==> config.mk <==
export PLATFORM = sky130hd
export DESIGN_NAME = mult_timer
export DESIGN_NICKNAME = d
export VERILOG_FILES = /design/src/verilog/mult_timer.sv
export VERILOG_INCLUDE_DIRS = /design/src /design/src/verilog
export SDC_FILE = /design/constraint.sdc
export NUM_CORES = 1
export LEC_CHECK = 0
export BUFFER_PORTS_ARGS = -buffer_cell sky130_fd_sc_hd__buf_2
export CAP_MARGIN = 10
export CORE_AREA = 10 10 47 49
export CTS_CLUSTER_SIZE = 30
export DETAILED_ROUTE_END_ITERATION = 6
export DIE_AREA = 0 0 57 59
export SYNTH_ARGS = -nofsm -noshare
export SYNTH_HDL_FRONTEND = slang
export SYNTH_SLANG_ARGS = --single-unit
==> constraint.sdc <==
create_clock -name clk -period 2.8 [get_ports clk]
set_input_delay 0.84 -clock clk [delete_from_list [all_inputs] [get_ports clk]]
set_output_delay 0.84 -clock clk [all_outputs]
set_load 0.02 [all_outputs]
==> src/verilog/mips_config.svh <==
`ifndef MIPS_CONFIG_SVH
`define MIPS_CONFIG_SVH

// ========================================
// Datapath sizes
// ========================================

`define MIPS_DATA_W 32
`define MIPS_REG_AW 5

// ========================================
// Memory and multiplier
// ========================================

`define MIPS_MEM_WORDS 64
`define MIPS_MULT_CYCLES 4 // Cycles that issue is held for a MULT.

`endif

==> src/verilog/mult_timer.sv <==
`timescale 1ns/1ps
`default_nettype none

`include "mips_config.svh"

module mult_timer (
  input  wire  clk,
  input  wire  reset,
  input  wire  start,
  output logic done
);

  localparam int CNT_W = $clog2(`MIPS_MULT_CYCLES + 1);

  logic [CNT_W-1:0] cnt_q;
  logic busy_q;

  assign done = busy_q && (cnt_q == '0);

  always_ff @(posedge clk) begin
    if (reset) begin
      busy_q <= 1'b0;
      cnt_q <= '0;
    end else if (start) begin
      busy_q <= 1'b1;
      cnt_q <= CNT_W'(`MIPS_MULT_CYCLES - 1); // The start edge counts as the first cycle.
    end else if (done) begin
      busy_q <= 1'b0;
    end else if (busy_q) begin
      cnt_q <= cnt_q - 1'b1;
    end
  end

endmodule

`default_nettype wire

==> flow_metrics.env <==
export IMPL_ctsHoldBuffers=0
export IMPL_min_from="cnt_q[2]"
export IMPL_cts_tree="yes"
export IMPL_p_leak_nw=0.121
export IMPL_clk_path_buf_depth=2
export IMPL_period_needed_ps=2040
export IMPL_ys_flop_type="dfxtp_1"
export IMPL_grt_ovfl_total=0
export IMPL_multi_input_area_sq_um=129
export IMPL_synth_seq_cells=4
export IMPL_cts_setup_buffers=0
export IMPL_synth_most_common_cell="dfxtp_1"
export IMPL_syn_area_per_cell_sq_um=9.57
export IMPL_gp_congestion=0.677
export IMPL_die_area_sq_mm=0.00336
export IMPL_core_sq_mm=0.00140
export IMPL_synth_edf_count=0
export IMPL_finalHoldViolCount=0
export IMPL_fin_nets=36
export IMPL_max_cap_viol_count=0
export IMPL_wirelength_um=416
export IMPL_grt_max_degree=7
export IMPL_cts_clk_slew_worst_paths_ps=40
export IMPL_grt_usage_pct=2.80
export IMPL_post_cts_resized=0
export IMPL_layout_drive_gt1_share_pct=31.0
export IMPL_antenna_cells=0
export IMPL_dr_total_vias=180
export IMPL_fmax_mhz=491
export IMPL_path_max_fanout=6
export IMPL_setup_viol=0
export IMPL_timing_final_crit_share_pct=72.8
export IMPL_async_flop_share_pct=0
export IMPL_syn_inst=23
export IMPL_wire_per_inst_um=9.24
export IMPL_finClkSkew_ps=1.82
export IMPL_status="completed"
export IMPL_htree_levels=1
export IMPL_start_util_pct=15.7
export IMPL_syn_nets=28
export IMPL_hold_slack_ps=559
export IMPL_p_per_area_mw_per_mm2=580
export IMPL_regToRegStartpoint="cnt_q[0]"
export IMPL_rows=14
export IMPL_area_delta_synth_final_pct=26.1
export IMPL_crit_required_ps=1960
export IMPL_drtIter0Drc=3
export IMPL_path_class="flip-flop to output port"
export IMPL_critPathCaptureType="output port"
export IMPL_worst_ir_drop_vdd_mv=0.292
export IMPL_route_detailed_drc=0
export IMPL_viasPerCell=4.00
export IMPL_arrival_ps=1200
export IMPL_port_buffers=3
export IMPL_first_global_vias=192
export IMPL_synth_warnings=0
export IMPL_start_kind="flip-flop"
export IMPL_cts_root_buf="clkbuf_4"
export IMPL_netlist_area_leader_share_pct=36.4
export IMPL_antenna_found_initial=0
export IMPL_post_dp_hpwl_um=306
export IMPL_synth_common_cells="4 x dfxtp_1, 3 x inv_1, 3 x nor2_1"
export IMPL_grt_setup_unrepaired="false"
export IMPL_fill_cells=154
export IMPL_drt_pre_antenna_iters=4
export IMPL_ios=4
export IMPL_layout_area_seq_sq_um=80.1
export IMPL_cts_buffers=3
export IMPL_dieWidth_um=57
export IMPL_slew_viol_final=0
export IMPL_syn_area_sq_um=220
export IMPL_setup_worst_path_start="cnt_q[0]"
export IMPL_clock_sinks=4
export IMPL_antenna_left=0
export IMPL_tightest_slew_ps=253
export IMPL_grt_pass1_wl_um=710
export IMPL_yosysSeqAreaShare_pct=36.4
export IMPL_min_path_type="flip-flop to flip-flop"
export IMPL_synth_top_area_cell="dfxtp_1"
export IMPL_relSlewSlack_pct=83.0
export IMPL_fp_dieH_um=59
export IMPL_synthTopCellsByArea="dfxtp_1 36%, ha_1 11%, a211oi_1 6.8%, nor4b_2 6.8%, nand2b_4 6.3%"
export IMPL_clk_latency_ps=230
export IMPL_finalSetupTns_ps=0
export IMPL_synthDistinctLibCells=13
[cell usage in the layout, fill, tap and decap left out]
cell | netlist | routed
nor3_2 | 1 | 1
buf_2 | 0 | 3
ha_1 | 2 | 2
and4b_1 | 1 | 1
a21oi_1 | 1 | 1
clkbuf_4 | 0 | 3
nor3_1 | 2 | 2
mux2i_1 | 1 | 1
inv_1 | 3 | 3
dfxtp_1 | 4 | 4
nor2_1 | 3 | 3
nand2b_4 | 1 | 1
nand2_1 | 1 | 1
nor4b_2 | 1 | 1
a211oi_1 | 2 | 2
[flip-flops by register name, summed over array words and instances (netlist names)]
name and count:
busy_q 1, cnt_q 3
[metrics by stage]
step           cells  total power, mW  instance area (sq um)  setup WS [ps]  util [%]
3_5_place_dp      42           0.0924                    255           1010      18.2
3_3_place_gp      42           0.0920                    255           1010      18.2
6_report          45            0.161                    278            762      19.8
2_1_floorplan     23           0.0850                    220           1010         -
4_1_cts           45            0.164                    278            750      19.8
5_1_grt           45            0.173                    278            650      19.8
[worst max-delay path, cell delays in order, from the launching register on]
cell and delay (ps):
dfxtp_1 300, inv_1 110, ha_1 230, nand2b_4 90, nor2_1 80, buf_2 160
[cell type report]
| cell class | instances | area share [%] |
|---|---|---|
| Tap cell | 16 | 7.21 |
| Inverter | 3 | 4.05 |
| Clock buffer | 3 | 8.11 |
| Timing Repair Buffer | 3 | 5.41 |
| Sequential cell | 4 | 28.8 |
| Multi-Input combinational cell | 16 | 46.4 |
[logic make-up (layout without fill, tap and decap cells)]
logic type                 count (synthesis)  count (layout)  synth area share (%)
buffers and inverters                      3               9                  5.11
muxes                                      1               1                  4.55
AOI/OAI and AO/OA                          3               3                  9.09
and+or+nand+nor                           10              10                  33.5
DFF                                        4               4                  36.4
adders and majority gates                  2               2                  11.4
[layer usage]
layer	wire, um	global-route usage, %
met5	0	0
met2	155	3.72
met3	33	3.00
met4	4	2.01
met1	223	2.48
[report_power, final]
group          internal [mW]  leakage, nW  switching (mW)
combinational         0.0117       0.0740          0.0155
clock                 0.0478       0.0138          0.0213
sequential            0.0615       0.0333         0.00329
[final timing paths]
path,endpoint,slack (ps),depth (start not counted)
worst min-delay path,cnt_q[2],560,2
worst min register to register,cnt_q[2],560,2
worst max-delay path,done,760,5
worst max register to register,cnt_q[1],1600,5
Power figures use the tool's default switching activity.
