--- config.mk ---
export PLATFORM = sky130hd
export DESIGN_NAME = mem_stage
export DESIGN_NICKNAME = d
export VERILOG_FILES = /design/src/verilog/mips_except_pkg.sv /design/src/verilog/mips_pipe_pkg.sv /design/src/verilog/mem_stage.sv
export VERILOG_INCLUDE_DIRS = /design/src /design/src/verilog
export SDC_FILE = /design/constraint.sdc
export NUM_CORES = 2
export LEC_CHECK = 0
export ABC_CLOCK_PERIOD_IN_PS = 2940
export BUFFER_PORTS_ARGS = -buffer_cell sky130_fd_sc_hd__buf_2
export CAP_MARGIN = 20
export CORE_UTILIZATION = 50
export DETAILED_ROUTE_END_ITERATION = 8
export PLACE_DENSITY_LB_ADDON = 0.15
export SLEW_MARGIN = 25
export SYNTH_ARGS = -nofsm -noshare
export SYNTH_HDL_FRONTEND = slang
export SYNTH_SLANG_ARGS = --single-unit
--- constraint.sdc ---
create_clock -name clk -period 2.94 [get_ports clk]
set_input_delay 0 -clock clk [delete_from_list [all_inputs] [get_ports clk]]
set_output_delay 0 -clock clk [all_outputs]
set_load 0.01 [all_outputs]
--- src/verilog/mips_config.svh ---
`ifndef MIPS_CONFIG_SVH
`define MIPS_CONFIG_SVH

// ========================================
// Datapath sizes
// ========================================

`define MIPS_DATA_W 32
`define MIPS_REG_AW 5

// ========================================
// Memory and multiplier
// ========================================

`define MIPS_MEM_WORDS 64
`define MIPS_MULT_CYCLES 4 // Cycles that issue is held for a MULT.

`endif

--- src/verilog/mips_except_pkg.sv ---
`default_nettype none

`include "mips_config.svh"

package mips_except_pkg;

  typedef enum logic [1:0] {
    NONE,
    OVERFLOW,
    ADDR_LOAD,
    ADDR_STORE
  } except_code_e;

  typedef struct packed {
    except_code_e            code;
    logic [`MIPS_DATA_W-1:0] pc;
    logic [`MIPS_DATA_W-1:0] bad_addr; // Zero unless the fault is an address fault.
  } except_t;

endpackage

`default_nettype wire

--- src/verilog/mips_pipe_pkg.sv ---
`default_nettype none

`include "mips_config.svh"

package mips_pipe_pkg;
  import mips_except_pkg::*;

  localparam int WORD_IDX_W = $clog2(`MIPS_MEM_WORDS);
  localparam int UPPER_W = `MIPS_DATA_W - WORD_IDX_W - 2;

  typedef enum logic [3:0] {
    NOP, ADD, SUB, AND, OR, XOR, SLT, LW, SW, MULT, MFHI, MFLO
  } alu_op_e;

  // ========================================
  // Stage payloads
  // ========================================

  typedef struct packed {
    alu_op_e                 op;
    logic [`MIPS_DATA_W-1:0] pc;
    logic [`MIPS_DATA_W-1:0] rs_val;
    logic [`MIPS_DATA_W-1:0] rt_val;
    logic [`MIPS_DATA_W-1:0] imm; // Already sign extended.
    logic [`MIPS_REG_AW-1:0] wd;
  } issue_t;

  typedef struct packed {
    logic [`MIPS_REG_AW-1:0] wd;
    logic                    wreg;
    logic [`MIPS_DATA_W-1:0] wdata;
    logic [`MIPS_DATA_W-1:0] pc;
    logic                    whilo;
    logic [`MIPS_DATA_W-1:0] hi;
    logic [`MIPS_DATA_W-1:0] lo;
    alu_op_e                 aluop;
    logic [`MIPS_DATA_W-1:0] mem_addr;
    logic [`MIPS_DATA_W-1:0] reg2;
    except_code_e            except;
  } ex_mem_t;

  typedef struct packed {
    logic [UPPER_W-1:0]    upper;
    logic [WORD_IDX_W-1:0] word_idx;
    logic [1:0]            byte_off;
  } mem_addr_fields_t;

  typedef union packed {
    logic [`MIPS_DATA_W-1:0] byte_addr;
    mem_addr_fields_t        fields;
  } mem_addr_u;

  typedef struct packed {
    logic [`MIPS_REG_AW-1:0] wd;
    logic [`MIPS_DATA_W-1:0] wdata;
  } wb_t;

  typedef struct packed {
    logic [`MIPS_DATA_W-1:0] hi;
    logic [`MIPS_DATA_W-1:0] lo;
  } hilo_t;

endpackage

`default_nettype wire

--- src/verilog/mem_stage.sv ---
`timescale 1ns/1ps
`default_nettype none

`include "mips_config.svh"

module mem_stage import mips_pipe_pkg::*; import mips_except_pkg::*; (
  input  wire          clk,
  input  wire          reset,
  input  wire ex_mem_t mem_in,
  output logic         wb_valid,
  output wb_t          wb,
  output hilo_t        hilo,
  output logic         except_valid,
  output except_t      except_info
);

  localparam int DEPTH = `MIPS_MEM_WORDS;

  mem_addr_u addr;
  logic [`MIPS_DATA_W-1:0] mem [DEPTH];
  logic [`MIPS_DATA_W-1:0] load_data;
  logic misaligned;
  logic addr_fault;
  logic fault;
  except_code_e code;

  assign addr = mem_in.mem_addr;
  assign misaligned = (addr.fields.byte_off != 2'b00);
  assign load_data = mem[addr.fields.word_idx];

  // An overflow flagged in EX takes precedence over the address check.
  always_comb begin
    code = mem_in.except;
    if (code == NONE) begin
      if (mem_in.aluop == LW && misaligned) code = ADDR_LOAD;
      else if (mem_in.aluop == SW && misaligned) code = ADDR_STORE;
    end
  end

  assign fault = (code != NONE);
  assign addr_fault = (code == ADDR_LOAD) || (code == ADDR_STORE);
  assign except_valid = fault;

  always_comb begin
    except_info.code = code;
    except_info.pc = mem_in.pc;
    except_info.bad_addr = addr_fault ? addr.byte_addr : '0;
  end

  // ========================================
  // Data memory
  // ========================================

  always_ff @(posedge clk) begin
    if (reset) begin
      for (int i = 0; i < DEPTH; i++) begin
        mem[i] <= '0;
      end
    end else if (mem_in.aluop == SW && !fault) begin
      mem[addr.fields.word_idx] <= mem_in.reg2;
    end
  end

  // ========================================
  // Writeback and HI/LO
  // ========================================

  always_ff @(posedge clk) begin
    if (reset) begin
      wb_valid <= 1'b0;
      hilo <= '0;
    end else begin
      wb_valid <= mem_in.wreg && !fault;
      if (mem_in.whilo && !fault) begin
        hilo.hi <= mem_in.hi;
        hilo.lo <= mem_in.lo;
      end
    end
  end

  always_ff @(posedge clk) begin
    wb.wd <= mem_in.wd;
    wb.wdata <= (mem_in.aluop == LW) ? load_data : mem_in.wdata;
  end

endmodule

`default_nettype wire

==> impl_results.md <==
- Outcome: completed
- Post-Synth XOR/XNOR Area: 0%
- Count of final hold-check violations: 0
- Drt total wl: around 360000 um
- Antenna violations before repair: 25
- CP arrival: 3660 ps
- Clock Power Share: between 40% and 50%
- Vias in the first global route: between 60000 and 70000
- Logic gate share of total power: 9.1%
- HPWL Detailed: 220000 um
- Max-cap violations: 0
- Max_slew headroom: 17.2%
- Gr usage total: a little over a third
- Main combinational cell family by area after synthesis: simple AND/OR/NAND/NOR gates
- Hold slack final: ~0.0035 ps
- FFs w/ async S/R, synth: 0%
- Crit path launch type: flop
- Worst vdd ir: between 0.5 and 0.6 mV
- Post-synthesis cell area: a little under 100000 um^2
- LEAKAGE: ~42 nW
- Clock latency on the worst-skew pair: roughly 900 ps
- Std-Cell Rows: roughly 160
- Number of port buffers: 311
- Post-synth EDFFs: roughly 2000
- Final instance count without filler cells: about 11000
- Vert. Die Dim: approximately 440 um
- Die Area: just under 200000 um^2
- Ratio of cells with drive above 1 in the final layout: between 20 and 25%
- Root Buffer: clkbuf_16
- Routed length on met2: approximately 160000 um
- GP Congestion: between 0.9 and 1
- Post-route DRC: 0
- Die X: around 440 um
- Compound-gate portion of the synthesized area: between 6 and 7%
- Hold Path Class: in2out
- Dpl cell area: roughly 100000 um^2
- Wl on met1: ~130000 um
- P&R area growth vs syn: 19.2%
- TritonRoute pass-1 iters: 8
- GRT overflow: 0
- DR WL met3: approximately 38000 um
- Core area: roughly 190000 um^2
- DR vias: around 66000
- DR iter-0 viols: around 9500
- Commonest non-fill, non-tap cells in the layout: and2_1, edfxtp_1, buf_4
- Largest net degree at the start of global routing: 130
- Register area share after synthesis: 65.6%
- Post-Syn Instances: 7054
- Fmax: ~350 MHz
- Power, Total: 70.5 mW
- Int Pwr: approximately 53 mW
- Endpoints failing setup: 0
- Post-synth top flop: edfxtp_1
- Synthesized area per cell: about 14 um^2
- Htree depth: 4
- Worst Setup End Kind: flop
- Cell Pwr Density: 611 nW/um^2
- Clock transition at the registers of the reported paths: ~60 ps
- Min Tclk post-route: slightly below 3000 ps
- Clock tree sinks: approximately 2200
- Seq cells post-synth: ~2200
- CTS Buffer Depth: 3
- Post-Synth Adder-Cell Area: 0%
- Final antenna-violating net count: 0
- CTS Buf Count: ~220
- Wire per inst: 34.1 um
- Fin. max-slew vios: 0
- Placed cells: between 9000 and 10000
- Via-to-Cell Ratio: between 6 and 7
- Switching part of the total: about a quarter
- Seq pwr share: 50.2%
- Design area: 115000 um^2
- Least-Margin Pin Slew: ~1200 ps
- RSZ-0062 raised after global routing: no
- Top Layer Used: met5
- CP Max Fanout: 1
- Worst path required time: ~3700 ps
- Post-synthesis mux area share: under 10%
- Syn_nets: roughly 7300
- Fin nets: ~8000
- Kind of critical path: reg2reg
- I/O pin count: approximately 380
- TritonCTS clock tree: built
- Synth warn: 0
- Synth cell types: 68
- Global-route wire length before repair: 499000 um
- Clk_skew: ~42 ps
- Simple logic cell fraction of the synthesized area: 16.2%
- Period utilisation layout: 98.6%
- Psw: around 17 mW
- Initial Util: between 50% and 60%
## worst paths after layout
path,startpoint,slack [ps],endpoint,depth (start not counted)
setup / recovery,mem[15][27]$_SDFFCE_PN0P_,40,wb[27]$_DFF_P_,5
hold / removal,mem_in[155],0.004,except_info[52],0
hold reg to reg,mem[36][3]$_SDFFCE_PN0P_,780,wb[3]$_DFF_P_,5
setup reg to reg,mem[15][27]$_SDFFCE_PN0P_,40,wb[27]$_DFF_P_,5
## layout make-up
| class | count | area (um^2) |
|---|---|---|
| repair buffers | 1286 | 11300 |
| well taps | 2526 | 3160 |
| inverters | 6 | 32.5 |
| clock buffers | 292 | 6090 |
| multi-input cells | 4129 | 30100 |
| flip-flops and latches | 2150 | 63500 |
| fillers | 14736 | 76900 |
| clock inverters | 123 | 1230 |
| diodes | 9 | 22.5 |
## per-stage QoR
| stage | worst slack (ps) | util, % | setup TNS [ps] |
|---|---|---|---|
| floorplan | 880 | - | 0 |
| global placement | -849 | 54.3 | -3100 |
| detailed placement | -504 | 54.3 | -4030 |
| CTS | 57.9 | 60.0 | 0 |
| global route | 63.4 | 60.0 | 0 |
| finish | 41.7 | 60.0 | 0 |
## power groups by stage
| stage | registers [mW] | clock network [mW] | logic [mW] |
|---|---|---|---|
| final | 35.4 | 28.7 | 6.42 |
| after global routing | 35.5 | 29.9 | 6.51 |
| after CTS | 35.4 | 28.8 | 6.23 |
| after detailed placement | 36.0 | 0 | 5.90 |
| after global placement | 35.9 | 0 | 5.89 |
| after floorplan | 35.9 | 0 | 2.82 |
## critical path, cell delays in order (launching register included)
cell,delay [ps]
edfxtp_1,380
a221oi_1,360
nor2_1,70
o21ai_0,720
o21ai_0,700
o32a_1,530
## kinds of logic after synthesis
kind of cell,Yosys count
mux,528
buf+inv,775
simple gates,2692
flops,2150
compound gates,909
## cell usage after synthesis (5+ instances only)
master | number | share of area [%]
and3_1 | 8 | 0.052
o211ai_1 | 8 | 0.062
a221o_1 | 12 | 0.12
buf_6 | 20 | 0.23
o32a_1 | 21 | 0.22
nand2_1 | 221 | 0.86
buf_2 | 114 | 0.59
mux4_2 | 163 | 3.8
nor2b_1 | 34 | 0.22
o22a_1 | 11 | 0.099
o21ai_1 | 7 | 0.036
edfxtp_1 | 2048 | 64
o2111ai_1 | 7 | 0.063
mux2i_1 | 279 | 2.9
clkbuf_1 | 504 | 2.0
o22ai_1 | 86 | 0.56
buf_1 | 55 | 0.21
and2_1 | 2051 | 13
or3_1 | 5 | 0.032
or2_2 | 65 | 0.42
o221ai_1 | 9 | 0.081
nor2_1 | 203 | 0.79
a31oi_1 | 26 | 0.17
nor3_1 | 13 | 0.067
a211oi_1 | 9 | 0.070
nand4_1 | 14 | 0.090
mux2_2 | 84 | 0.98
o21ai_0 | 95 | 0.49
buf_4 | 74 | 0.57
a221oi_1 | 282 | 2.6
dfxtp_1 | 102 | 2.1
a22o_1 | 24 | 0.22
nand3_1 | 57 | 0.29
a21oi_1 | 137 | 0.71
a22oi_1 | 145 | 1.1
## state kept, by name, summed over array words and instances (netlist names)
signal / cells
wb: 37
hilo: 64
mem: 2048
wb_valid: 1
## timing repair
| item | 4_1_cts | 5_1_grt |
|---|---|---|
| hold buffers | 364 | 0 |
| setup endpoints to repair | 0 | 1 |
| endpoints found under the hold margin | 1161 | 0 |
| buffers inserted | 0 | 0 |
| gates resized for setup | 0 | 1 |
## per-layer routing
metal	vias up	track usage, %
li1	27260	-
met1	33747	47.0
met3	1024	7.35
met5	-	0
met4	12	24.9
met2	4393	55.1
No activity file was read; power rests on OpenSTA's default activity.
