[src/verilog/mips_config.svh]
`ifndef MIPS_CONFIG_SVH
`define MIPS_CONFIG_SVH

// ========================================
// Datapath sizes
// ========================================

`define MIPS_DATA_W 32
`define MIPS_REG_AW 5

// ========================================
// Memory and multiplier
// ========================================

`define MIPS_MEM_WORDS 64
`define MIPS_MULT_CYCLES 4 // Cycles that issue is held for a MULT.

`endif

[src/verilog/mips_except_pkg.sv]
`default_nettype none

`include "mips_config.svh"

package mips_except_pkg;

  typedef enum logic [1:0] {
    NONE,
    OVERFLOW,
    ADDR_LOAD,
    ADDR_STORE
  } except_code_e;

  typedef struct packed {
    except_code_e            code;
    logic [`MIPS_DATA_W-1:0] pc;
    logic [`MIPS_DATA_W-1:0] bad_addr; // Zero unless the fault is an address fault.
  } except_t;

endpackage

`default_nettype wire

[src/verilog/mips_pipe_pkg.sv]
`default_nettype none

`include "mips_config.svh"

package mips_pipe_pkg;
  import mips_except_pkg::*;

  localparam int WORD_IDX_W = $clog2(`MIPS_MEM_WORDS);
  localparam int UPPER_W = `MIPS_DATA_W - WORD_IDX_W - 2;

  typedef enum logic [3:0] {
    NOP, ADD, SUB, AND, OR, XOR, SLT, LW, SW, MULT, MFHI, MFLO
  } alu_op_e;

  // ========================================
  // Stage payloads
  // ========================================

  typedef struct packed {
    alu_op_e                 op;
    logic [`MIPS_DATA_W-1:0] pc;
    logic [`MIPS_DATA_W-1:0] rs_val;
    logic [`MIPS_DATA_W-1:0] rt_val;
    logic [`MIPS_DATA_W-1:0] imm; // Already sign extended.
    logic [`MIPS_REG_AW-1:0] wd;
  } issue_t;

  typedef struct packed {
    logic [`MIPS_REG_AW-1:0] wd;
    logic                    wreg;
    logic [`MIPS_DATA_W-1:0] wdata;
    logic [`MIPS_DATA_W-1:0] pc;
    logic                    whilo;
    logic [`MIPS_DATA_W-1:0] hi;
    logic [`MIPS_DATA_W-1:0] lo;
    alu_op_e                 aluop;
    logic [`MIPS_DATA_W-1:0] mem_addr;
    logic [`MIPS_DATA_W-1:0] reg2;
    except_code_e            except;
  } ex_mem_t;

  typedef struct packed {
    logic [UPPER_W-1:0]    upper;
    logic [WORD_IDX_W-1:0] word_idx;
    logic [1:0]            byte_off;
  } mem_addr_fields_t;

  typedef union packed {
    logic [`MIPS_DATA_W-1:0] byte_addr;
    mem_addr_fields_t        fields;
  } mem_addr_u;

  typedef struct packed {
    logic [`MIPS_REG_AW-1:0] wd;
    logic [`MIPS_DATA_W-1:0] wdata;
  } wb_t;

  typedef struct packed {
    logic [`MIPS_DATA_W-1:0] hi;
    logic [`MIPS_DATA_W-1:0] lo;
  } hilo_t;

endpackage

`default_nettype wire

[src/verilog/ex_stage.sv]
`timescale 1ns/1ps
`default_nettype none

`include "mips_config.svh"

module ex_stage import mips_pipe_pkg::*; import mips_except_pkg::*; (
  input  wire         clk,
  input  wire         reset,
  input  wire issue_t issue,
  input  wire         mult_start,
  input  wire hilo_t  hilo,
  input  wire ex_mem_t fwd,
  output ex_mem_t     ex_out,
  output logic        is_multi
);

  localparam int DW = `MIPS_DATA_W;

  logic signed [2*DW-1:0] prod_q;
  logic [DW-1:0] sum;
  logic [DW-1:0] diff;
  logic [DW-1:0] addr;
  logic [DW-1:0] hi_src;
  logic [DW-1:0] lo_src;
  logic add_ovf;
  logic sub_ovf;
  logic slt;

  assign sum = issue.rs_val + issue.rt_val;
  assign diff = issue.rs_val - issue.rt_val;
  assign addr = issue.rs_val + issue.imm;
  assign add_ovf = (issue.rs_val[DW-1] == issue.rt_val[DW-1]) && (sum[DW-1] != issue.rs_val[DW-1]);
  assign sub_ovf = (issue.rs_val[DW-1] != issue.rt_val[DW-1]) && (diff[DW-1] != issue.rs_val[DW-1]);
  assign slt = $signed(issue.rs_val) < $signed(issue.rt_val);
  assign is_multi = (issue.op == MULT);

  // A HI/LO write still sitting in EX/MEM is newer than the registered copy.
  assign hi_src = fwd.whilo ? fwd.hi : hilo.hi;
  assign lo_src = fwd.whilo ? fwd.lo : hilo.lo;

  // Operands stay stable while issue is held, so the product settles long before it is used.
  always_ff @(posedge clk) begin
    if (reset) begin
      prod_q <= '0;
    end else if (mult_start) begin
      prod_q <= $signed(issue.rs_val) * $signed(issue.rt_val);
    end
  end

  always_comb begin
    ex_out = '0;
    ex_out.aluop = issue.op;
    ex_out.except = NONE;
    ex_out.wd = issue.wd;
    ex_out.pc = issue.pc;
    ex_out.reg2 = issue.rt_val;
    case (issue.op)
      ADD: begin
        ex_out.wreg = 1'b1;
        ex_out.wdata = sum;
        if (add_ovf) ex_out.except = OVERFLOW;
      end
      SUB: begin
        ex_out.wreg = 1'b1;
        ex_out.wdata = diff;
        if (sub_ovf) ex_out.except = OVERFLOW;
      end
      AND: begin
        ex_out.wreg = 1'b1;
        ex_out.wdata = issue.rs_val & issue.rt_val;
      end
      OR: begin
        ex_out.wreg = 1'b1;
        ex_out.wdata = issue.rs_val | issue.rt_val;
      end
      XOR: begin
        ex_out.wreg = 1'b1;
        ex_out.wdata = issue.rs_val ^ issue.rt_val;
      end
      SLT: begin
        ex_out.wreg = 1'b1;
        ex_out.wdata = {{(DW-1){1'b0}}, slt};
      end
      LW: begin
        ex_out.wreg = 1'b1;
        ex_out.mem_addr = addr;
      end
      SW: ex_out.mem_addr = addr;
      MULT: begin
        ex_out.whilo = 1'b1;
        ex_out.hi = prod_q[2*DW-1:DW];
        ex_out.lo = prod_q[DW-1:0];
      end
      MFHI: begin
        ex_out.wreg = 1'b1;
        ex_out.wdata = hi_src;
      end
      MFLO: begin
        ex_out.wreg = 1'b1;
        ex_out.wdata = lo_src;
      end
      default: ;
    endcase
  end

endmodule

`default_nettype wire

[config.mk]
export PLATFORM = sky130hd
export DESIGN_NAME = ex_stage
export DESIGN_NICKNAME = d
export VERILOG_FILES = /design/src/verilog/mips_except_pkg.sv /design/src/verilog/mips_pipe_pkg.sv /design/src/verilog/ex_stage.sv
export VERILOG_INCLUDE_DIRS = /design/src /design/src/verilog
export SDC_FILE = /design/constraint.sdc
export NUM_CORES = 2
export LEC_CHECK = 0
export BUFFER_PORTS_ARGS = -buffer_cell sky130_fd_sc_hd__buf_2
export CAP_MARGIN = 20
export CORE_ASPECT_RATIO = 1.75
export CORE_UTILIZATION = 30
export CTS_CLUSTER_SIZE = 40
export DETAILED_ROUTE_END_ITERATION = 7
export PLACE_DENSITY = 0.5
export RECOVER_POWER = 25
export SLEW_MARGIN = 20
export SYNTH_ARGS = -nofsm -noshare
export SYNTH_HDL_FRONTEND = slang
export SYNTH_SLANG_ARGS = --single-unit
[constraint.sdc]
create_clock -name clk -period 13.7 [get_ports clk]
set_clock_uncertainty 0.15 [all_clocks]
set_input_delay 0.685 -clock clk [delete_from_list [all_inputs] [get_ports clk]]
set_output_delay 0.685 -clock clk [all_outputs]
set_load 0.01 [all_outputs]
==> results.py <==
metrics = {
    "yosys": {
        "syn_nets": 7190,
        "syn_area_per_cell_um2": 8.48,
        "synth_top_family_by_area": "adder cells",
        "synth_simple_gate_area_frac": 0.145,
        "synth-edff-count": 0,
        "syn_inst": 5384,
        "synth_compound_area_frac": 0.0938,
        "synth.distinct_cells": 90,
        "synth_xor_area_frac": 0.0178,
        "synth.yosys.warnings": 0,
        "ys_ff_latch": 64,
        "yosys.area_share.adder": 0.562,
        "async_flop_share": 0,
        "ys.flop_type": "dfxtp_1",
        "yosysSeqAreaShare": 0.0281,
        "netlist_area_um2": 45600,
        "synth_mux_area_frac": 0.0229,
    },
    "placement": {
        "port_buffers": 399,
        "finalWeightedCongestion": 0.939,
        "place_hpwl_mm": 154,
    },
    "run": {
        "max_cap_viol_count": 14,
    },
    "sta": {
        "setup_viol": 0,
        "max_freq_mhz": 86.7,
        "final-hold-violation-count": 0,
        "fin_setup_tns_ns": 0,
        "final_period_minus_worst_setup_slack_ns": 11.53,
        "rsz0062_at_grt": "false",
        "slew_headroom": -0.452,
        "fin_crit_sh": 0.842,
        "maxSlewViolCount": 357,
        "worstMarginPinSlew_ns": 2.18,
    },
    "setup_path": {
        "required_ns": 13.77,
        "slowest_stage": "clkinv_1",
        "crit_fanout": 18,
        "cp.arrival_ns": 11.60,
        "cpMostUsedCell": "fa_1",
        "cp-start-kind": "input port",
        "path_class": "input port to flip-flop",
        "slowest_delay_ns": 1.38,
        "crit_path_end_kind": "flip-flop",
    },
    "route": {
        "drtIter0Drc": 2751,
        "via_count": 38800,
        "post_drt_wl_per_cell_um": 24.8,
        "drcViolationCount": 0,
        "dr.pass1.iters": 7,
        "drtAntennaViolNets": 0,
        "vias_per_cell": 5.14,
        "routed_wirelength_mm": 188,
    },
    "finish": {
        "largestRegisters": "prod_q x64",
        "drive_above_1_share": 0.0976,
        "layout_commonest_cell": "inv_1",
        "layout_common_cells": "inv_1 (1125), fa_1 (1085), nor2_1 (714)",
        "top_register": "prod_q",
        "nNetsFinal": 7345,
        "largest_register_ffs": 64,
        "area_growth_pct": 8.58,
    },
    "global_routing": {
        "grt.overflow.total": 0,
        "grt_usage": 0.246,
        "grt_max_degree": 68,
        "grt_pass1_wl_mm": 278,
        "first_global_vias": 41700,
        "antenna_found_initial": 10,
    },
    "floorplan": {
        "rows": 189,
        "die_w_um": 297,
        "dieArea_um2": 154000,
        "core_um2": 151000,
        "start_util": 0.302,
        "fp.dieH_um": 518,
        "ioPinCount": 615,
    },
    "cts": {
        "cts_resized": 0,
        "cts_setup_buffers": 0,
        "ctsHtreeMaxLevel": 3,
        "cts_buffer_depth": 2,
        "clk_latency_ns": 0.36,
        "cts_tree": "done",
        "cts_buffers": 9,
        "cts_hold_buf": 0,
        "root_buffer": "clkbuf_16",
        "cts.sinks": 64,
        "clkTransAtPathRegs_ns": 0.06,
    },
    "status": {
        "violations": "max-capacitance violations, max-slew violations",
        "status": "finished with violations",
    },
    "hold_path": {
        "hold_path_class": "flip-flop to flip-flop",
    },
}
-- layout make-up --
cell class,instances,area (um^2)
inverters,1151,4320
flip-flops and latches,64,1280
well taps,2005,2510
diodes,8,20.0
clock buffers,9,225
fillers,16100,102000
clock inverters,7,55.1
repair buffers,498,2690
multi-input cells,3815,38400
-- worst max-delay path, delay by kind of cell --
family	cells	cell delay [ns]
adder cells (fa/ha/maj)	9	4.47
buffers and inverters	7	2.97
AO/OA/AOI/OAI	4	1.66
AND/OR/NAND/NOR	6	1.62
XOR/XNOR	1	0.17
-- worst paths after layout --
| path | start | endpoint | slack, ns | cells past startpoint |
|---|---|---|---|---|
| worst min-delay path | prod_q[63] | prod_q[63] | 0.31 | 2 |
| worst max-delay path | issue[42] | prod_q[59] | 2.17 | 27 |
| worst min register to register | prod_q[63] | prod_q[63] | 0.31 | 2 |
| worst max register to register | prod_q[48] | prod_q[48] | 12.73 | 3 |
-- metal layers --
metal	GRT usage	vias up	wire, um
met5	0	-	0
met2	0.432	1726	93800
met1	0.279	20000	67200
li1	-	16600	-
met3	0.0254	503	11200
met4	0.167	0	15500
-- Yosys cell counts (9+ instances only) --
| library cell | count | area, um^2 |
|---|---|---|
| o21ai_1 | 12 | 60.1 |
| fa_1 | 1085 | 21700 |
| o21a_1 | 25 | 188 |
| nand4_1 | 15 | 93.8 |
| o31ai_1 | 17 | 128 |
| clkinv_1 | 19 | 71.3 |
| o211ai_1 | 22 | 165 |
| and2_1 | 11 | 68.8 |
| nand2_1 | 586 | 2200 |
| nand2b_1 | 23 | 144 |
| clkbuf_1 | 205 | 769 |
| o21bai_1 | 23 | 173 |
| a21o_1 | 61 | 458 |
| xnor2_1 | 63 | 552 |
| o221ai_1 | 13 | 114 |
| or3_1 | 12 | 75.1 |
| a221oi_1 | 27 | 236 |
| a21oi_1 | 153 | 766 |
| a22oi_1 | 11 | 82.6 |
| nor3_1 | 53 | 265 |
| and3_1 | 78 | 488 |
| mux2_2 | 20 | 225 |
| a211oi_1 | 27 | 203 |
| mux2i_1 | 82 | 821 |
| a31oi_1 | 25 | 156 |
| xor2_1 | 30 | 263 |
| nor2b_1 | 20 | 125 |
| nand3_1 | 40 | 200 |
| dfxtp_1 | 64 | 1280 |
| buf_4 | 75 | 563 |
| o21ai_0 | 89 | 445 |
| ha_1 | 312 | 3900 |
| inv_1 | 1127 | 4230 |
| nor2_1 | 714 | 2680 |
| buf_2 | 9 | 45.0 |
| o22ai_1 | 44 | 275 |
| buf_1 | 63 | 236 |
-- cells by family (layout without fill, tap and decap cells) --
logic type | after synthesis | count (layout)
simple gates | 1589 | 1589
compound gates | 633 | 633
mux | 102 | 102
fa+ha+maj | 1397 | 1397
flops | 64 | 64
other cells | 1 | 9
xor+xnor | 93 | 93
buf+inv | 1505 | 1665
-- stage by stage --
step                setup slack, ns  utilization  area (um^2)  instances  hold WS (ns)
global placement               3.03        0.326        49300       7532         0.297
finish                         2.17        0.327        49600       7557         0.307
CTS                            3.39        0.328        49600       7548         0.307
detailed placement             3.09        0.326        49300       7532         0.287
global route                   2.06        0.327        49500       7552         0.319
floorplan                      5.20            -        45600       5384         0.267
Power is not shown: default switching activity piles up to over one toggle a cycle in this logic, so the estimate is an artifact.
