$ cat config.mk
export PLATFORM = sky130hd
export DESIGN_NAME = pipe_ctrl
export DESIGN_NICKNAME = d
export VERILOG_FILES = /design/src/verilog/pipe_ctrl.sv
export SDC_FILE = /design/constraint.sdc
export NUM_CORES = 1
export LEC_CHECK = 0
export BUFFER_PORTS_ARGS = -buffer_cell sky130_fd_sc_hd__buf_2
export CAP_MARGIN = 25
export CORE_AREA = 2 2 39 41
export DETAILED_ROUTE_END_ITERATION = 10
export DIE_AREA = 0 0 41 43
export GPL_TIMING_DRIVEN = 0
export SKIP_LAST_GASP = 1
export SYNTH_ARGS = -nofsm -noshare
export SYNTH_HDL_FRONTEND = slang
export SYNTH_SLANG_ARGS = --single-unit
$ cat constraint.sdc
create_clock -name clk -period 1.5 [get_ports clk]
set_clock_uncertainty 0.05 [all_clocks]
set_input_delay 0.3 -clock clk [delete_from_list [all_inputs] [get_ports clk]]
set_output_delay 0.3 -clock clk [all_outputs]
set_load 0.05 [all_outputs]
$ cat src/verilog/pipe_ctrl.sv
`timescale 1ns/1ps
`default_nettype none

module pipe_ctrl (
  input  wire  clk,
  input  wire  reset,
  input  wire  issue_valid,
  input  wire  is_multi,
  input  wire  timer_done,
  input  wire  except_valid,
  input  wire  resume,
  output logic issue_ready,
  output logic en,
  output logic flush,
  output logic mult_start,
  output logic timer_start
);

  typedef enum logic [1:0] {
    RUN,
    MULT_WAIT,
    HALT
  } state_e;

  state_e state_q;
  state_e state_d;
  logic live_q;

  always_ff @(posedge clk) begin
    if (reset) begin
      state_q <= RUN;
      live_q <= 1'b0; // Holds issue off for the first cycle out of reset.
    end else begin
      state_q <= state_d;
      live_q <= 1'b1;
    end
  end

  always_comb begin
    state_d = state_q;
    issue_ready = 1'b0;
    mult_start = 1'b0;
    timer_start = 1'b0;
    case (state_q)
      RUN: begin
        if (except_valid) begin
          state_d = HALT;
        end else if (live_q && issue_valid && is_multi) begin
          mult_start = 1'b1;
          timer_start = 1'b1;
          state_d = MULT_WAIT;
        end else begin
          issue_ready = live_q;
        end
      end
      MULT_WAIT: begin
        if (timer_done) begin
          issue_ready = 1'b1; // The MULT completes its handshake here.
          state_d = RUN;
        end
      end
      HALT: if (resume) state_d = RUN;
      default: state_d = RUN;
    endcase
    en = issue_valid && issue_ready;
    flush = except_valid || (live_q && !en); // A cycle without an accept loads a bubble.
  end

endmodule

`default_nettype wire
==> results of run 1 <==
==> registers in the layout (all words and copies together) (netlist names) <==
name / cells
state_q: 2
live_q: 1
==> worst max-delay path, cell delays in order, from the launching register on <==
cell	delay [ps]
dfxtp_2	340
nor3b_4	210
and3_4	220
buf_4	110
buf_8	130
==> Yosys cell counts <==
cell and instances:
nand2_1 4, dfxtp_1 3, a21oi_1 2, inv_1 2, nor2_1 2, and3_2 1, buf_4 1, mux2i_1 1
nand2b_1 1, nor2b_1 1, nor3_1 1, nor3b_1 1, nor3b_2 1, o21a_1 1, o21ai_0 1, o22ai_1 1
==> kinds of logic after synthesis <==
family | Yosys count | share of synthesized area
and+or+nand+nor | 12 | 0.372
DFF | 3 | 0.331
muxes | 1 | 0.0552
AOI/OAI and AO/OA | 5 | 0.159
buffers and inverters | 3 | 0.0828
==> worst max-delay path by stage <==
| stage | startpoint | cells after the start | slack (ps) | endpoint |
|---|---|---|---|---|
| floorplan | state_q[0]$_SDFFE_PP0P_ | 3 | 40 | issue_ready |
| CTS | state_q[0]$_SDFFE_PP0P_ | 4 | -100 | timer_start |
| global placement | except_valid | 5 | -60 | timer_start |
| detailed placement | except_valid | 5 | -70 | timer_start |
| global route | state_q[0]$_SDFFE_PP0P_ | 4 | -160 | timer_start |
| finish | state_q[0]$_SDFFE_PP0P_ | 4 | -90 | timer_start |
==> what timing repair did <==
action | CTS | global route
setup endpoints to repair | 5 | 5
resized for setup | 13 | 1
pin swaps | 5 | 2
buffers inserted | 0 | 0
==> per-stage QoR <==
step           hold WS [ps]  TNS [ps]  setup slack [ps]  cell area [µm²]
4_1_cts                 187      -209              -102              340
6_report                188      -178             -91.8              342
3_3_place_gp            430     -61.8             -61.8              274
3_5_place_dp            440     -66.1             -66.1              274
5_1_grt                 192      -512              -157              342
2_1_floorplan           325         0              39.3              199
==> per-layer routing <==
metal / vias up / track usage / part of all wire
met3: 0 / 0.0314 / 0.085
met4: 0 / 0.0800 / 0
met1: 93 / 0.0641 / 0.40
met2: 7 / 0.0813 / 0.51
met5: - / 0 / 0
li1: 110 / - / -
==> power groups by stage <==
stage	clock network, mW	registers, mW	logic (mW)
finish	0.141	0.0897	0.0718
global route	0.153	0.0900	0.0774
CTS	0.147	0.0894	0.0723
detailed placement	0	0.0898	0.0620
global placement	0	0.0898	0.0608
floorplan	0	0.0889	0.0432
==> final cells by class <==
cell class                      count  share of cell area
Multi-Input combinational cell     18               0.381
Inverter                            2              0.0220
Buffer                              1              0.0220
Tap cell                           16              0.0586
Timing Repair Buffer               11               0.253
Clock buffer                        4              0.0769
Sequential cell                     3               0.187
==> run metrics, run 1 <==
status complete, but fails checks; failing checks negative setup slack; I/O pin count 12; Leak about 0.15 nW; Iter 0 DRT Violations 3; max-slew violations 0; First-pass DRT Iterations 4; syn nets 31; Max FO, Critical Path 5; clk_lat worst skew roughly 230 ps; Hold Crit Start reset; Post-DRT Antenna Nets 0; drt wl/cell between 8 and 9 µm; post-layout min period 1590 ps; root buffer cell clkbuf_4; Critical Path RT roughly 1200 ps; Mapped Cells 24; Synth Register Bits 3; largest net degree at the start of global routing 6; Post-Syn Area around 180 µm²; kind of critical path reg2out; initial antenna violation count 0; Reg power frac 0.296; commonest non-fill, non-tap cell in the layout buf_2; WHS Path Cells 2; logic gate share of total power 0.237; count of cell types in the netlist 16; global placement routability congestion 0.574; Area Overhead vs Synth 88.3%; Seq/Total Area, Yosys 0.331; All-Layer GR Usage 0.0642; maxcap violations 0; port buffer count 11; Post-Place Cells 51; Inserted Clock Buffers 3; PD cells 886 nW/µm²; sink of the worst hold path state_q[1]$_SDFFE_PP0P_; Power Total a little over 0.3 mW; Final Hold Violating Endpoints 0; commonest non-fill, non-tap cells in the layout 6 x buf_2, 4 x nand2_1, 3 x clkbuf_4, 3 x dfxtp_2, 3 x buf_6; final core occ 0.247; Critical Path End Type output port; flop2flop setup slack 500 ps; post-synth top area cell dfxtp_1; top cell type's share of synthesized area 0.331; RR Endpoint state_q[0]$_SDFFE_PP0P_; RSZ-0062 raised after global routing yes; # DRC 0; CTS Buffer Depth 2; FP Rows 14; H-tree depth 1; Multi-input gate area roughly 130 µm²; die extent in y 43 µm; ratio of cells with drive above 1 in the final layout 0.590; clock share of power 0.466; Final nets between 40 and 50; leading post-synthesis cells by cell area dfxtp_1 33%, nand2_1 8.3%, nor3b_2 6.9%, a21oi_1 5.5%, mux2i_1 5.5%; Syn Area/Cell about 7.6 µm²; clock-pin slew on the worst setup and hold paths ~40 ps; Post-Layout Cell Count between 50 and 60; relative slew slack 0.849; sequential cell area 63.8 µm²; CTS tree done; Sw Ratio 0.289; die footprint roughly 1800 µm²; worst r2r src state_q[0]$_SDFFE_PP0P_; first-pass GRT wire length around 670 µm; vias in the first global route 184; Vias 210; Worst R2R Path Depth 3; n_diodes 0; fill count ~170; Worst Hold Class in2reg; Initial Util 0.131; Routed Wire Length 471 µm; VDD IR max between 200 and 250 µV; switching pwr roughly 0.087 mW; final setup vio count 4; Synth Warn # 0; critical path arrival ~1200 ps; Avg Vias per Cell about 3.8; Fmax 0.628 GHz; Startpoint Class flip-flop; CTS Hold Bufs 0; CORE AREA about 1400 µm²; internal power 0.215 mW; Die Wd 41 µm; worst slew pin tran between 200 and 250 ps; setup ws final -91.8 ps; grt total ovfl 0; period utilization 1.06; clk sinks 3
No activity file was read; power rests on OpenSTA's default activity.
==> run 2, diff against run 1 <==
--- a/config.mk
+++ b/config.mk
@@ -11,6 +11,7 @@
 export DETAILED_ROUTE_END_ITERATION = 10
 export DIE_AREA = 0 0 41 43
 export GPL_TIMING_DRIVEN = 0
+export REMOVE_ABC_BUFFERS = 1
 export SKIP_LAST_GASP = 1
 export SYNTH_ARGS = -nofsm -noshare
 export SYNTH_HDL_FRONTEND = slang
==> constraint.sdc (replaced) <==
create_clock -name clk -period 1.3 [get_ports clk]
set_clock_uncertainty 0.05 [all_clocks]
set_input_delay 0.26 -clock clk [delete_from_list [all_inputs] [get_ports clk]]
set_output_delay 0.26 -clock clk [all_outputs]
set_load 0.05 [all_outputs]
==> run 2 against run 1 <==
The flow still finishes with violations (negative setup slack). Total power grew 15%. Clock power grew 16%. Register-to-register slack lost 210 ps. Highest routed layer unchanged.
==> run metrics, run 2 (synthesis gave the netlist of run 1 again) <==
status complete, but fails checks; failing checks negative setup slack; critical path arrival 1180 ps (-60 ps); first-pass GRT wire length 641 µm (-4.2%); First-pass DRT Iterations 2 (-2); die footprint 1760 µm² (unchanged); n_diodes 0 (unchanged); Max FO, Critical Path 4 (-1); Worst R2R Path Depth 3 (unchanged); Post-Layout Cell Count 55 (unchanged); crit-path cells nor3b_4 > nand2_1 > a21oi_1 > buf_4; Critical Path RT 990 ps (-160 ps); largest stage delay on the critical path 330 ps (about the same); maxcap violations 0 (unchanged); final setup vio count 5 (+1); RSZ-0062 raised after global routing yes; Post-Place Cells 50 (-2.0%); CP Depth 4 (unchanged); largest register by flop count state_q; I/O pin count 12 (unchanged); Avg Vias per Cell 3.87 (+1.4%); Power Total 0.347 mW (+15%); vias in the first global route 195 (+6.0%); Final Hold Violating Endpoints 0 (unchanged); H-tree depth 1 (unchanged); grt total ovfl 0 (unchanged); post-layout min period ~1500 ps; sequential cell area 65.1 µm² (+2.0%); FP Rows 14 (unchanged); largest net degree at the start of global routing 6 (unchanged); Post-DRT Antenna Nets 0 (unchanged); worst r2r src state_q[0]$_SDFFE_PP0P_; Initial Util 0.131 (unchanged); Routed Wire Length 464 µm (-1.5%); commonest non-fill, non-tap cell in the layout buf_2; drt wl/cell 8.44 µm (-1.5%); worst slew pin tran 165 ps (-59.4 ps); All-Layer GR Usage 0.0581 (-0.00608); clock-pin slew on the worst setup and hold paths 40 ps (about the same); CTS tree done; port buffer count 11 (unchanged); # DRC 0 (unchanged); VDD IR max 316 µV (+42%); max-slew violations 0 (unchanged); Top Registers state_q x2, live_q x1; die extent in y 43 µm (unchanged); PD cells 1010 nW/µm² (+14%); CP startpoint state_q[0]$_SDFFE_PP0P_; Fmax roughly 0.67 GHz; clk sinks 3 (unchanged); Worst Hold Class in2reg; initial antenna violation count 0 (unchanged); kind of critical path reg2out; root buffer cell clkbuf_4; Area Overhead vs Synth 89.0%; Vias 213 (+1.4%); CTS Buffer Depth 2 (unchanged); fill count 160 (-4.8%); setup ws final -188 ps (-96.4 ps); max reg flops 2 (unchanged); Inserted Clock Buffers 3 (unchanged); clk_lat worst skew 230 ps (about the same); Crit path max-delay family flip-flops; dpl hpwl between 300 and 400 µm; WHS Path Cells 2 (unchanged); Startpoint Class flip-flop; period utilization 1.14; CP Buf/Inv Count 1 (-1); Hold Crit Start reset; Critical Path End Type output port; Final nets 47 (unchanged); commonest non-fill, non-tap cells in the layout 6 x buf_2, 4 x nand2_1, 3 x clkbuf_4, 3 x buf_4; Iter 0 DRT Violations 1 (-2); CP max-delay cell dfxtp_2; ratio of cells with drive above 1 in the final layout 0.538 (-0.0513); CORE AREA 1380 µm² (unchanged); Multi-input gate area 130 µm² (unchanged); global placement routability congestion 0.598 (+4.2%); relative slew slack 0.889 (+0.0400); Leak 0.154 nW (+1.8%); Die Wd 41 µm (unchanged)
run 2: changes by cell type in the layout (fill, tap and decap cells not counted):
| cell | before | now |
|---|---|---|
| a21oi_1 | 0 | 2 |
| a21oi_2 | 2 | 0 |
| buf_6 | 3 | 1 |
| dfxtp_2 | 3 | 1 |
| buf_4 | 2 | 3 |
| buf_8 | 1 | 2 |
| dfxtp_1 | 0 | 1 |
| dfxtp_4 | 0 | 1 |
| nand2b_1 | 1 | 0 |
| nand2b_4 | 0 | 1 |
run 2: where the power goes:
| group | leakage, nW | internal (mW) | switching, mW |
|---|---|---|---|
| Combinational | 0.113 | 0.0348 | 0.0463 |
| Sequential | 0.0259 | 0.0970 | 0.00510 |
| Clock | 0.0150 | 0.115 | 0.0492 |
run 2: metal layers:
metal	wire [µm]	track usage
met2	246	0.0813
met5	0	0
met3	31	0.0314
met1	185	0.0543
met4	0	0.0600
run 2: worst register-to-register path, stage by stage, from the launching register on:
cell     delay, ps
dfxtp_2        330
nor3b_4        200
and3_4         250
o21a_1         120
run 2: final timing paths:
check | slack (ps) | endpoint
worst max-delay path | -190 | issue_ready
worst min register to register | 510 | state_q[1]$_SDFFE_PP0P_
worst min-delay path | 140 | state_q[1]$_SDFFE_PP0P_
worst max register to register | 290 | state_q[0]$_SDFFE_PP0P_
run 2: through the flow:
stage	util	cell area (µm²)	hold slack, ps	TNS, ps	worst slack (ps)
floorplan	-	174	285	-1340	-395
global placement	0.180	249	390	-393	-106
detailed placement	0.180	249	392	-384	-103
CTS	0.231	319	135	-988	-222
global route	0.248	343	144	-1160	-258
finish	0.248	343	144	-838	-188
run 2: final cells by class:
class                           instances  share of cell area
Clock buffer                            4              0.0766
Sequential cell                         3               0.190
Multi-Input combinational cell         18               0.380
Tap cell                               16              0.0584
Inverter                                2              0.0219
Timing Repair Buffer                   12               0.274
run 2: timing repair:
action	4_1_cts	5_1_grt
hold buffers	0	0
buffers inserted	1	0
pin swaps	4	1
endpoints found under the setup margin	5	5
resized for setup	12	5
